$ cat src/verilog/signal_pkg.sv
// shared types and dwell tables, whose largest entry (8) needs a dwell width of at least four bits
package signal_pkg;

  localparam int DWELL_WIDTH = 4;

  typedef logic [2:0] count_t;
  typedef logic [DWELL_WIDTH-1:0] dwell_t;

  // encodings follow the signal head wiring
  typedef enum logic [1:0] {
    LIGHT_RED    = 2'b00,
    LIGHT_YELLOW = 2'b01,
    LIGHT_GREEN  = 2'b10,
    LIGHT_LEFT   = 2'b11
  } light_t;

  // lane phases are numbered in service order, idle first
  typedef enum logic [2:0] {
    PHASE_IDLE    = 3'd0,
    PHASE_MAIN_S  = 3'd1,
    PHASE_MAIN_LT = 3'd2,
    PHASE_SIDE_S  = 3'd3,
    PHASE_SIDE_LT = 3'd4
  } phase_t;

  typedef enum logic [1:0] {
    ASPECT_GO,
    ASPECT_YELLOW,
    ASPECT_RED
  } aspect_t;

  // --------------------------------------------------
  // dwell tables
  // --------------------------------------------------
  localparam count_t MAIN_S_THRESH     = 3'd4;
  localparam dwell_t DWELL_MAIN_S_SHORT = 4'd3;
  localparam dwell_t DWELL_MAIN_S_LONG  = 4'd7;
  // shared by main left and side straight
  localparam dwell_t DWELL_MID_SHORT    = 4'd2;
  localparam dwell_t DWELL_MID_MED      = 4'd5;
  localparam dwell_t DWELL_MID_LONG     = 4'd8;
  localparam dwell_t DWELL_SIDE_LT_1    = 4'd1;
  localparam dwell_t DWELL_SIDE_LT_3    = 4'd3;
  localparam dwell_t DWELL_SIDE_LT_5    = 4'd5;
  localparam dwell_t DWELL_SIDE_LT_7    = 4'd7;

  // next lane to serve after cur, lane i maps to phase i+1
  function automatic phase_t next_phase(phase_t cur, logic [3:0] nz);
    phase_t nxt;
    nxt = PHASE_IDLE;
    // downward scan so the lowest later lane wins
    for (int i = 3; i >= 0; i--) begin
      if (nz[i] && (i >= int'(cur))) begin
        nxt = phase_t'(i + 1);
      end
    end
    return nxt;
  endfunction

  // green time for a lane phase given its car count
  function automatic dwell_t dwell_for(phase_t p, count_t c);
    dwell_t d;
    d = '0;
    case (p)
      PHASE_MAIN_S: begin
        d = (c > MAIN_S_THRESH) ? DWELL_MAIN_S_LONG : DWELL_MAIN_S_SHORT;
      end
      PHASE_MAIN_LT, PHASE_SIDE_S: begin
        if (c == 3'd7) begin
          d = DWELL_MID_LONG;
        end else if (c[2]) begin
          d = DWELL_MID_MED;
        end else begin
          d = DWELL_MID_SHORT;
        end
      end
      PHASE_SIDE_LT: begin
        case (c)
          3'd0, 3'd1, 3'd2: d = DWELL_SIDE_LT_1;
          3'd3, 3'd4:       d = DWELL_SIDE_LT_3;
          3'd5, 3'd6:       d = DWELL_SIDE_LT_5;
          default:          d = DWELL_SIDE_LT_7;
        endcase
      end
      default: begin
        d = '0;
      end
    endcase
    return d;
  endfunction

endpackage

$ cat src/verilog/aspect_sequencer.sv
// go/yellow/red within one phase; phase_start must fall in an idle or red cycle, timer width DWELL_WIDTH
`timescale 1ns/1ps

module aspect_sequencer #(
  parameter int DWELL_WIDTH = signal_pkg::DWELL_WIDTH
) (
  input  logic                   clk,
  input  logic                   rst_n,
  input  signal_pkg::phase_t     phase,
  input  logic                   phase_start,
  input  signal_pkg::dwell_t     phase_dwell,
  input  logic                   timer_done,
  output logic                   timer_load,
  output logic [DWELL_WIDTH-1:0] timer_value,
  output logic                   phase_done,
  output signal_pkg::light_t     light_main,
  output signal_pkg::light_t     light_side
);

  import signal_pkg::*;

  aspect_t aspect, aspect_d;
  dwell_t  dwell_m1;
  light_t  head;
  logic    left_phase;

  // load lands on the edge opening the phase
  // so count D-1 gives exactly D go cycles
  assign timer_load  = phase_start;
  assign dwell_m1    = phase_dwell - dwell_t'(1);
  assign timer_value = DWELL_WIDTH'(dwell_m1);

  // --------------------------------------------------
  // aspect FSM
  // --------------------------------------------------
  always_comb begin
    aspect_d = aspect;
    case (aspect)
      ASPECT_GO: begin
        if (timer_done) begin
          aspect_d = ASPECT_YELLOW;
        end
      end
      ASPECT_YELLOW: aspect_d = ASPECT_RED;
      default:       aspect_d = ASPECT_RED;
    endcase
    // new phase restarts go
    if (phase_start) begin
      aspect_d = ASPECT_GO;
    end
  end

  always_ff @(posedge clk or negedge rst_n) begin
    if (!rst_n) begin
      aspect <= ASPECT_RED;
    end else begin
      aspect <= aspect_d;
    end
  end

  // red lasts one cycle, phase moves on after it
  assign phase_done = (aspect == ASPECT_RED) && (phase != PHASE_IDLE);

  // --------------------------------------------------
  // head mapping
  // --------------------------------------------------
  assign left_phase = (phase == PHASE_MAIN_LT) || (phase == PHASE_SIDE_LT);

  always_comb begin
    case (aspect)
      ASPECT_GO:     head = left_phase ? LIGHT_LEFT : LIGHT_GREEN;
      ASPECT_YELLOW: head = LIGHT_YELLOW;
      default:       head = LIGHT_RED;
    endcase
  end

  always_comb begin
    case (phase)
      PHASE_MAIN_S, PHASE_MAIN_LT: begin
        light_main = head;
        light_side = LIGHT_RED;
      end
      PHASE_SIDE_S, PHASE_SIDE_LT: begin
        light_main = LIGHT_RED;
        light_side = head;
      end
      default: begin
        // idle rests on main green
        light_main = LIGHT_GREEN;
        light_side = LIGHT_RED;
      end
    endcase
  end

  // phases never cut into a go or yellow in progress
  a_start_clean: assert property (@(posedge clk) disable iff (!rst_n)
    phase_start |-> (phase == PHASE_IDLE) || (aspect == ASPECT_RED))
    else $error("phase_start outside idle or red");

endmodule

$ cat src/verilog/dwell_timer.sv
// down counter that saturates at zero; a load takes effect on the next edge and must only arrive once done is high
`timescale 1ns/1ps

module dwell_timer #(
  parameter int DWELL_WIDTH = signal_pkg::DWELL_WIDTH
) (
  input  logic                   clk,
  input  logic                   rst_n,
  input  logic                   load,
  input  logic [DWELL_WIDTH-1:0] value,
  output logic                   done
);

  logic [DWELL_WIDTH-1:0] count;

  always_ff @(posedge clk or negedge rst_n) begin
    if (!rst_n) begin
      count <= '0;
    end else if (load) begin
      count <= value;
    end else if (!done) begin
      count <= count - DWELL_WIDTH'(1);
    end
  end

  assign done = (count == '0);

  // reload only lands once the previous go count has run out
  a_load_when_done: assert property (@(posedge clk) disable iff (!rst_n)
    load |-> done)
    else $error("timer reloaded while still counting");

endmodule

$ cat src/verilog/lane_capture.sv
// count capture; capture must only be raised while idle, and during it the flags and dwell follow the inputs
`timescale 1ns/1ps

module lane_capture (
  input  logic                clk,
  input  logic                rst_n,
  input  logic                capture,
  input  signal_pkg::count_t  car_main_s,
  input  signal_pkg::count_t  car_main_lt,
  input  signal_pkg::count_t  car_side_s,
  input  signal_pkg::count_t  car_side_lt,
  input  signal_pkg::phase_t  phase,
  output logic [3:0]          lane_nz,
  output signal_pkg::dwell_t  phase_dwell
);

  import signal_pkg::*;

  count_t main_s_q, main_lt_q, side_s_q, side_lt_q;
  // counts as seen this cycle
  count_t main_s_v, main_lt_v, side_s_v, side_lt_v;
  phase_t target;
  count_t target_cnt;
  logic   cur_nz;

  // held counts, payload only
  always_ff @(posedge clk) begin
    if (capture) begin
      main_s_q  <= car_main_s;
      main_lt_q <= car_main_lt;
      side_s_q  <= car_side_s;
      side_lt_q <= car_side_lt;
    end
  end

  // bypass so the first lane is known on the capture edge
  assign main_s_v  = capture ? car_main_s  : main_s_q;
  assign main_lt_v = capture ? car_main_lt : main_lt_q;
  assign side_s_v  = capture ? car_side_s  : side_s_q;
  assign side_lt_v = capture ? car_side_lt : side_lt_q;

  assign lane_nz = {|side_lt_v, |side_s_v, |main_lt_v, |main_s_v};

  // --------------------------------------------------
  // dwell of the lane about to be served
  // --------------------------------------------------
  assign target = next_phase(phase, lane_nz);

  always_comb begin
    case (target)
      PHASE_MAIN_S:  target_cnt = main_s_v;
      PHASE_MAIN_LT: target_cnt = main_lt_v;
      PHASE_SIDE_S:  target_cnt = side_s_v;
      default:       target_cnt = side_lt_v;
    endcase
  end

  // zero when nothing is left to serve
  assign phase_dwell = dwell_for(target, target_cnt);

  // flag of the lane in service
  always_comb begin
    case (phase)
      PHASE_MAIN_S:  cur_nz = lane_nz[0];
      PHASE_MAIN_LT: cur_nz = lane_nz[1];
      PHASE_SIDE_S:  cur_nz = lane_nz[2];
      PHASE_SIDE_LT: cur_nz = lane_nz[3];
      default:       cur_nz = 1'b0;
    endcase
  end

  // sequencer only ever enters a lane with cars, and counts hold while busy
  a_busy_lane_nz: assert property (@(posedge clk) disable iff (!rst_n)
    (phase != PHASE_IDLE) |-> cur_nz)
    else $error("lane in service has a zero count");

endmodule

$ cat src/verilog/phase_sequencer.sv
// master FSM; phase_done must come from the red cycle of the current phase, in_valid is dropped while busy
`timescale 1ns/1ps

module phase_sequencer (
  input  logic               clk,
  input  logic               rst_n,
  input  logic               in_valid,
  input  logic [3:0]         lane_nz,
  input  logic               phase_done,
  output signal_pkg::phase_t phase,
  output logic               phase_start,
  output logic               out_valid,
  output logic               accept
);

  import signal_pkg::*;

  phase_t phase_d;
  phase_t next_lane;
  logic   advance;

  // capture only when idle
  assign accept = in_valid && (phase == PHASE_IDLE);

  assign next_lane = next_phase(phase, lane_nz);
  assign advance   = accept || phase_done;

  always_comb begin
    phase_d = phase;
    if (advance) begin
      phase_d = next_lane;
    end
  end

  // --------------------------------------------------
  // state register
  // --------------------------------------------------
  always_ff @(posedge clk or negedge rst_n) begin
    if (!rst_n) begin
      phase <= PHASE_IDLE;
    end else begin
      phase <= phase_d;
    end
  end

  // high in the cycle whose closing edge opens a lane phase
  // all-zero capture leaves next_lane idle so no start
  assign phase_start = advance && (next_lane != PHASE_IDLE);

  assign out_valid = (phase != PHASE_IDLE);

  // red lasts one cycle, so the next phase or idle follows at once
  a_done_pulse: assert property (@(posedge clk) disable iff (!rst_n)
    phase_done |=> !phase_done)
    else $error("phase_done held for more than one cycle");

endmodule

$ cat src/verilog/traffic_controller.sv
// four-lane controller top; counts are taken only when idle, out_valid marks the busy window
`timescale 1ns/1ps

module traffic_controller #(
  parameter int DWELL_WIDTH = signal_pkg::DWELL_WIDTH
) (
  input  logic               clk,
  input  logic               rst_n,
  input  logic               in_valid,
  input  signal_pkg::count_t car_main_s,
  input  signal_pkg::count_t car_main_lt,
  input  signal_pkg::count_t car_side_s,
  input  signal_pkg::count_t car_side_lt,
  output logic               out_valid,
  output signal_pkg::light_t light_main,
  output signal_pkg::light_t light_side
);

  import signal_pkg::*;

  logic                   accept;
  logic [3:0]             lane_nz;
  dwell_t                 phase_dwell;
  phase_t                 phase;
  logic                   phase_start;
  logic                   phase_done;
  logic                   timer_load;
  logic [DWELL_WIDTH-1:0] timer_value;
  logic                   timer_done;

  // --------------------------------------------------
  // capture and master sequencing
  // --------------------------------------------------
  lane_capture u_capture (
    .clk         (clk),
    .rst_n       (rst_n),
    .capture     (accept),
    .car_main_s  (car_main_s),
    .car_main_lt (car_main_lt),
    .car_side_s  (car_side_s),
    .car_side_lt (car_side_lt),
    .phase       (phase),
    .lane_nz     (lane_nz),
    .phase_dwell (phase_dwell)
  );

  phase_sequencer u_phase (
    .clk         (clk),
    .rst_n       (rst_n),
    .in_valid    (in_valid),
    .lane_nz     (lane_nz),
    .phase_done  (phase_done),
    .phase       (phase),
    .phase_start (phase_start),
    .out_valid   (out_valid),
    .accept      (accept)
  );

  // --------------------------------------------------
  // per-phase lights and timer
  // --------------------------------------------------
  aspect_sequencer #(
    .DWELL_WIDTH (DWELL_WIDTH)
  ) u_aspect (
    .clk         (clk),
    .rst_n       (rst_n),
    .phase       (phase),
    .phase_start (phase_start),
    .phase_dwell (phase_dwell),
    .timer_done  (timer_done),
    .timer_load  (timer_load),
    .timer_value (timer_value),
    .phase_done  (phase_done),
    .light_main  (light_main),
    .light_side  (light_side)
  );

  dwell_timer #(
    .DWELL_WIDTH (DWELL_WIDTH)
  ) u_timer (
    .clk   (clk),
    .rst_n (rst_n),
    .load  (timer_load),
    .value (timer_value),
    .done  (timer_done)
  );

endmodule
$ cat config.mk
export PLATFORM = sky130hd
export DESIGN_NAME = traffic_controller
export DESIGN_NICKNAME = d
export VERILOG_FILES = /design/src/verilog/signal_pkg.sv /design/src/verilog/aspect_sequencer.sv /design/src/verilog/dwell_timer.sv /design/src/verilog/lane_capture.sv /design/src/verilog/phase_sequencer.sv /design/src/verilog/traffic_controller.sv
export SDC_FILE = /design/constraint.sdc
export NUM_CORES = 1
export LEC_CHECK = 0
export BUFFER_PORTS_ARGS = -buffer_cell sky130_fd_sc_hd__buf_2
export CORE_MARGIN = 2
export CORE_UTILIZATION = 50
export CTS_CLUSTER_DIAMETER = 150
export DETAILED_ROUTE_END_ITERATION = 6
export GPL_TIMING_DRIVEN = 0
export PLACE_DENSITY = 0.79
export SETUP_SLACK_MARGIN = 0.05
export SYNTH_ARGS = -nofsm -noshare
export SYNTH_HDL_FRONTEND = slang
export SYNTH_SLANG_ARGS = --single-unit
$ cat constraint.sdc
create_clock -name clk -period 4.9 [get_ports clk]
set_input_delay 0.49 -clock clk [delete_from_list [all_inputs] [get_ports clk]]
set_output_delay 0.49 -clock clk [all_outputs]
set_load 0.02 [all_outputs]
==> results.yml <==
critical_path:
  r2r_start: "u_phase.phase[0]"
  setup.worst_path.end_class: "register"
  start_kind: "register"
  cp_top_family: "compound AO/OA/AOI/OAI gates"
  crit_slowest_cell: "or4b_4"
  critPathLaunch: "u_phase.phase[0]"
  path_cells: "buf_6 -> or4b_4 -> buf_6 -> clkbuf_1 -> mux2i_1 -> a211oi_1 -> a31oi_1 -> a21oi_1 -> o221ai_1 -> o211a_1 -> or3_1 -> a21oi_1"
  crit_fanout: 10
  r2r_cells: 12
  critPathBufInv: 3
  path_class: "reg -> reg"
  regToRegEndpoint: "u_timer.count[2]"
  required_ns: 5.13
  rrSetupSlack_ns: 1.64
  max_stage_delay_ns: 0.53
  arrival_ns: 3.50
pwr:
  p_leak_uw: 0.000704
  powerDensity_nw_per_um2: 802
  ir_drop_mv: 0.453
global_routing:
  gr-total-overflow: 0
  grt_use_met3_pct: 2.33
  grt_usage_pct: 20.3
  use_met2_pct: 34.9
  globalRouteMet1Util_pct: 25.9
  grt_pass1_wl_um: 5110
  grt_pass1_vias: 1172
  top_usage_layer: "met2"
  grt_max_degree: 13
  antenna_found_initial: 0
clock_tree:
  root_buffer: "clkbuf_4"
  numCtsBuffers: 3
  clk_pin_slew_ns: 0.12
  post_cts_buffers: 0
  cts_tree: "done"
  post_cts_resized: 0
  cts.hold.buffers_added: 0
  clock_latency_ns: 0.31
  ctsLongestPathBuffers: 2
  cts.sinks: 21
  cts.htree.levels: 1
floorplanning:
  start_util_pct: 53.6
  fp.dieH_um: 55.8
  rows: 18
  pin_count: 20
  die-area_um2: 3110
  core-area_um2: 2500
  die_w_um: 55.8
yosys:
  ys_seq_area_share_pct: 34.8
  synth_async_sr_flop_share_pct: 42.9
  ys_ff_latch: 21
  synth_cells: 163
  yosys.cell_types.count: 49
  avgSynthCellArea_um2: 8.22
  synth.cell_area_um2: 1340
  netlist_top_cells_count: "33 x nand2_1, 17 x nor2_1, 12 x dfxtp_1"
  synth_top_area_cell: "dfxtp_1"
  netlist.area_leader.share_pct: 17.9
  synth_warnings: 0
  synth_area_leaders: "dfxtp_1 18%, dfrtp_1 15%, nand2_1 9.2%, mux2i_1 6.0%, nor2_1 4.8%"
  yosys.cell_count.top_type: "nand2_1"
  syn_nets: 178
  synth-edff-count: 0
  synth_top_flop_cell: "dfxtp_1"
sta:
  drv_slew: 0
  setup_viol: 0
  fin_crit_sh_pct: 66.6
  fmax_ghz: 0.306
  final-hold-violation-count: 0
  period_needed_ns: 3.26
  tightest_slew_ns: 0.950
  rsz0062_at_grt: "no"
  finalSetupTns_ns: 0
  clock_skew_ns: 0.00838
  relSlewSlack_pct: 36.5
placed_design:
  io_buffers: 19
  dp_hpwl_um: 2360
  globalplace.congestion: 0.879
  dp.cells: 212
cells_and_area:
  n_fill_cell: 246
  fin_cells: 216
  drive_above_1_share_pct: 25.3
  synthToLayoutAreaGrowth_pct: 12.0
  nets: 202
  antenna_cells: 0
routing:
  drc_errors: 0
  viasPerCell: 5.92
  wl_per_cell_um: 13.8
  vias: 1278
  drtIter0Drc: 72
  drt_pre_antenna_iters: 4
  drt-total-wl_um: 2980
  ant_nets: 0
min_path:
  hold_path_class: "in -> async"
run:
  maxCapViolations: 0
outcome:
  status: "finished clean"
## sequential cells by signal, summed over array words and instances (netlist names)
register / flops
u_aspect.aspect: 2
u_timer.count: 4
u_capture.main_lt_q: 3
u_phase.phase: 3
u_capture.side_lt_q: 3
u_capture.main_s_q: 3
u_capture.side_s_q: 3
## where the power goes
group | total [µW] | internal [µW] | switching (µW)
clock | 82.7 | 30.5 | 52.2
sequential | 305 | 261 | 43.8
combinational | 815 | 339 | 476
## cells in the final DEF (no fill, tap or decap), drive strengths merged, types with 2 or more instances in the layout
cell type / netlist / layout
a211oi: 3 / 3
a21o: 2 / 2
a21oi: 6 / 6
a31o: 2 / 2
a31oi: 5 / 5
buf: 3 / 22
clkbuf: 4 / 7
dfrtp: 8 / 8
dfxtp: 12 / 12
inv: 5 / 5
mux2: 5 / 5
mux2i: 8 / 8
nand2: 33 / 33
nand3: 2 / 2
nor2: 18 / 18
nor3: 7 / 7
o21ai: 6 / 6
o21bai: 2 / 2
o22a: 2 / 2
or2: 6 / 6
or3: 5 / 5
## logic make-up (layout without fill, tap and decap cells)
family,after synthesis,after routing,synth area share (%)
buf+inv,12,35,4.86
compound gates,38,38,20.4
simple gates,78,78,28.8
flops,21,21,34.8
xor+xnor,1,1,0.654
mux,13,13,10.5
## final cells by class
type                            count  area (µm²)  area share [%]
Buffer                              7        46.3            3.09
Inverter                            5        18.8            1.25
Multi-Input combinational cell    130         808            53.9
Clock inverter                      1        5.00           0.334
Timing Repair Buffer               19        95.1            6.34
Clock buffer                        3        22.5            1.50
Tap cell                           30        37.5            2.50
Sequential cell                    21         467            31.1
## how the worst max path moves through the flow
stage          depth (start not counted)          endpoint
6_report                              12  u_timer.count[2]
5_1_grt                               10  u_timer.count[2]
4_1_cts                               12  u_timer.count[2]
3_5_place_dp                          12  u_timer.count[2]
3_3_place_gp                          12  u_timer.count[3]
2_1_floorplan                         11  u_timer.count[3]
## routing by layer
layer  share of wire (%)  vias up  wire length [µm]
met1                  45      593              1340
li1                    -      630                 -
met2                  48       48              1430
met4                 1.9        0                57
met5                   0        -                 0
met3                 5.2        7               155
## stage by stage
step	utilization [%]	hold WS [ns]	cell area, µm²	power [µW]	setup WS [ns]
6_report	60.0	0.00666	1500	1200	1.64
5_1_grt	60.0	0.00470	1500	1310	1.42
4_1_cts	60.0	0.00494	1500	1200	1.66
3_5_place_dp	58.9	0.350	1470	1110	1.58
3_3_place_gp	58.9	0.345	1470	1070	1.63
2_1_floorplan	-	0.194	1340	944	1.92
Note: power is estimated with default switching activity, not from simulation.
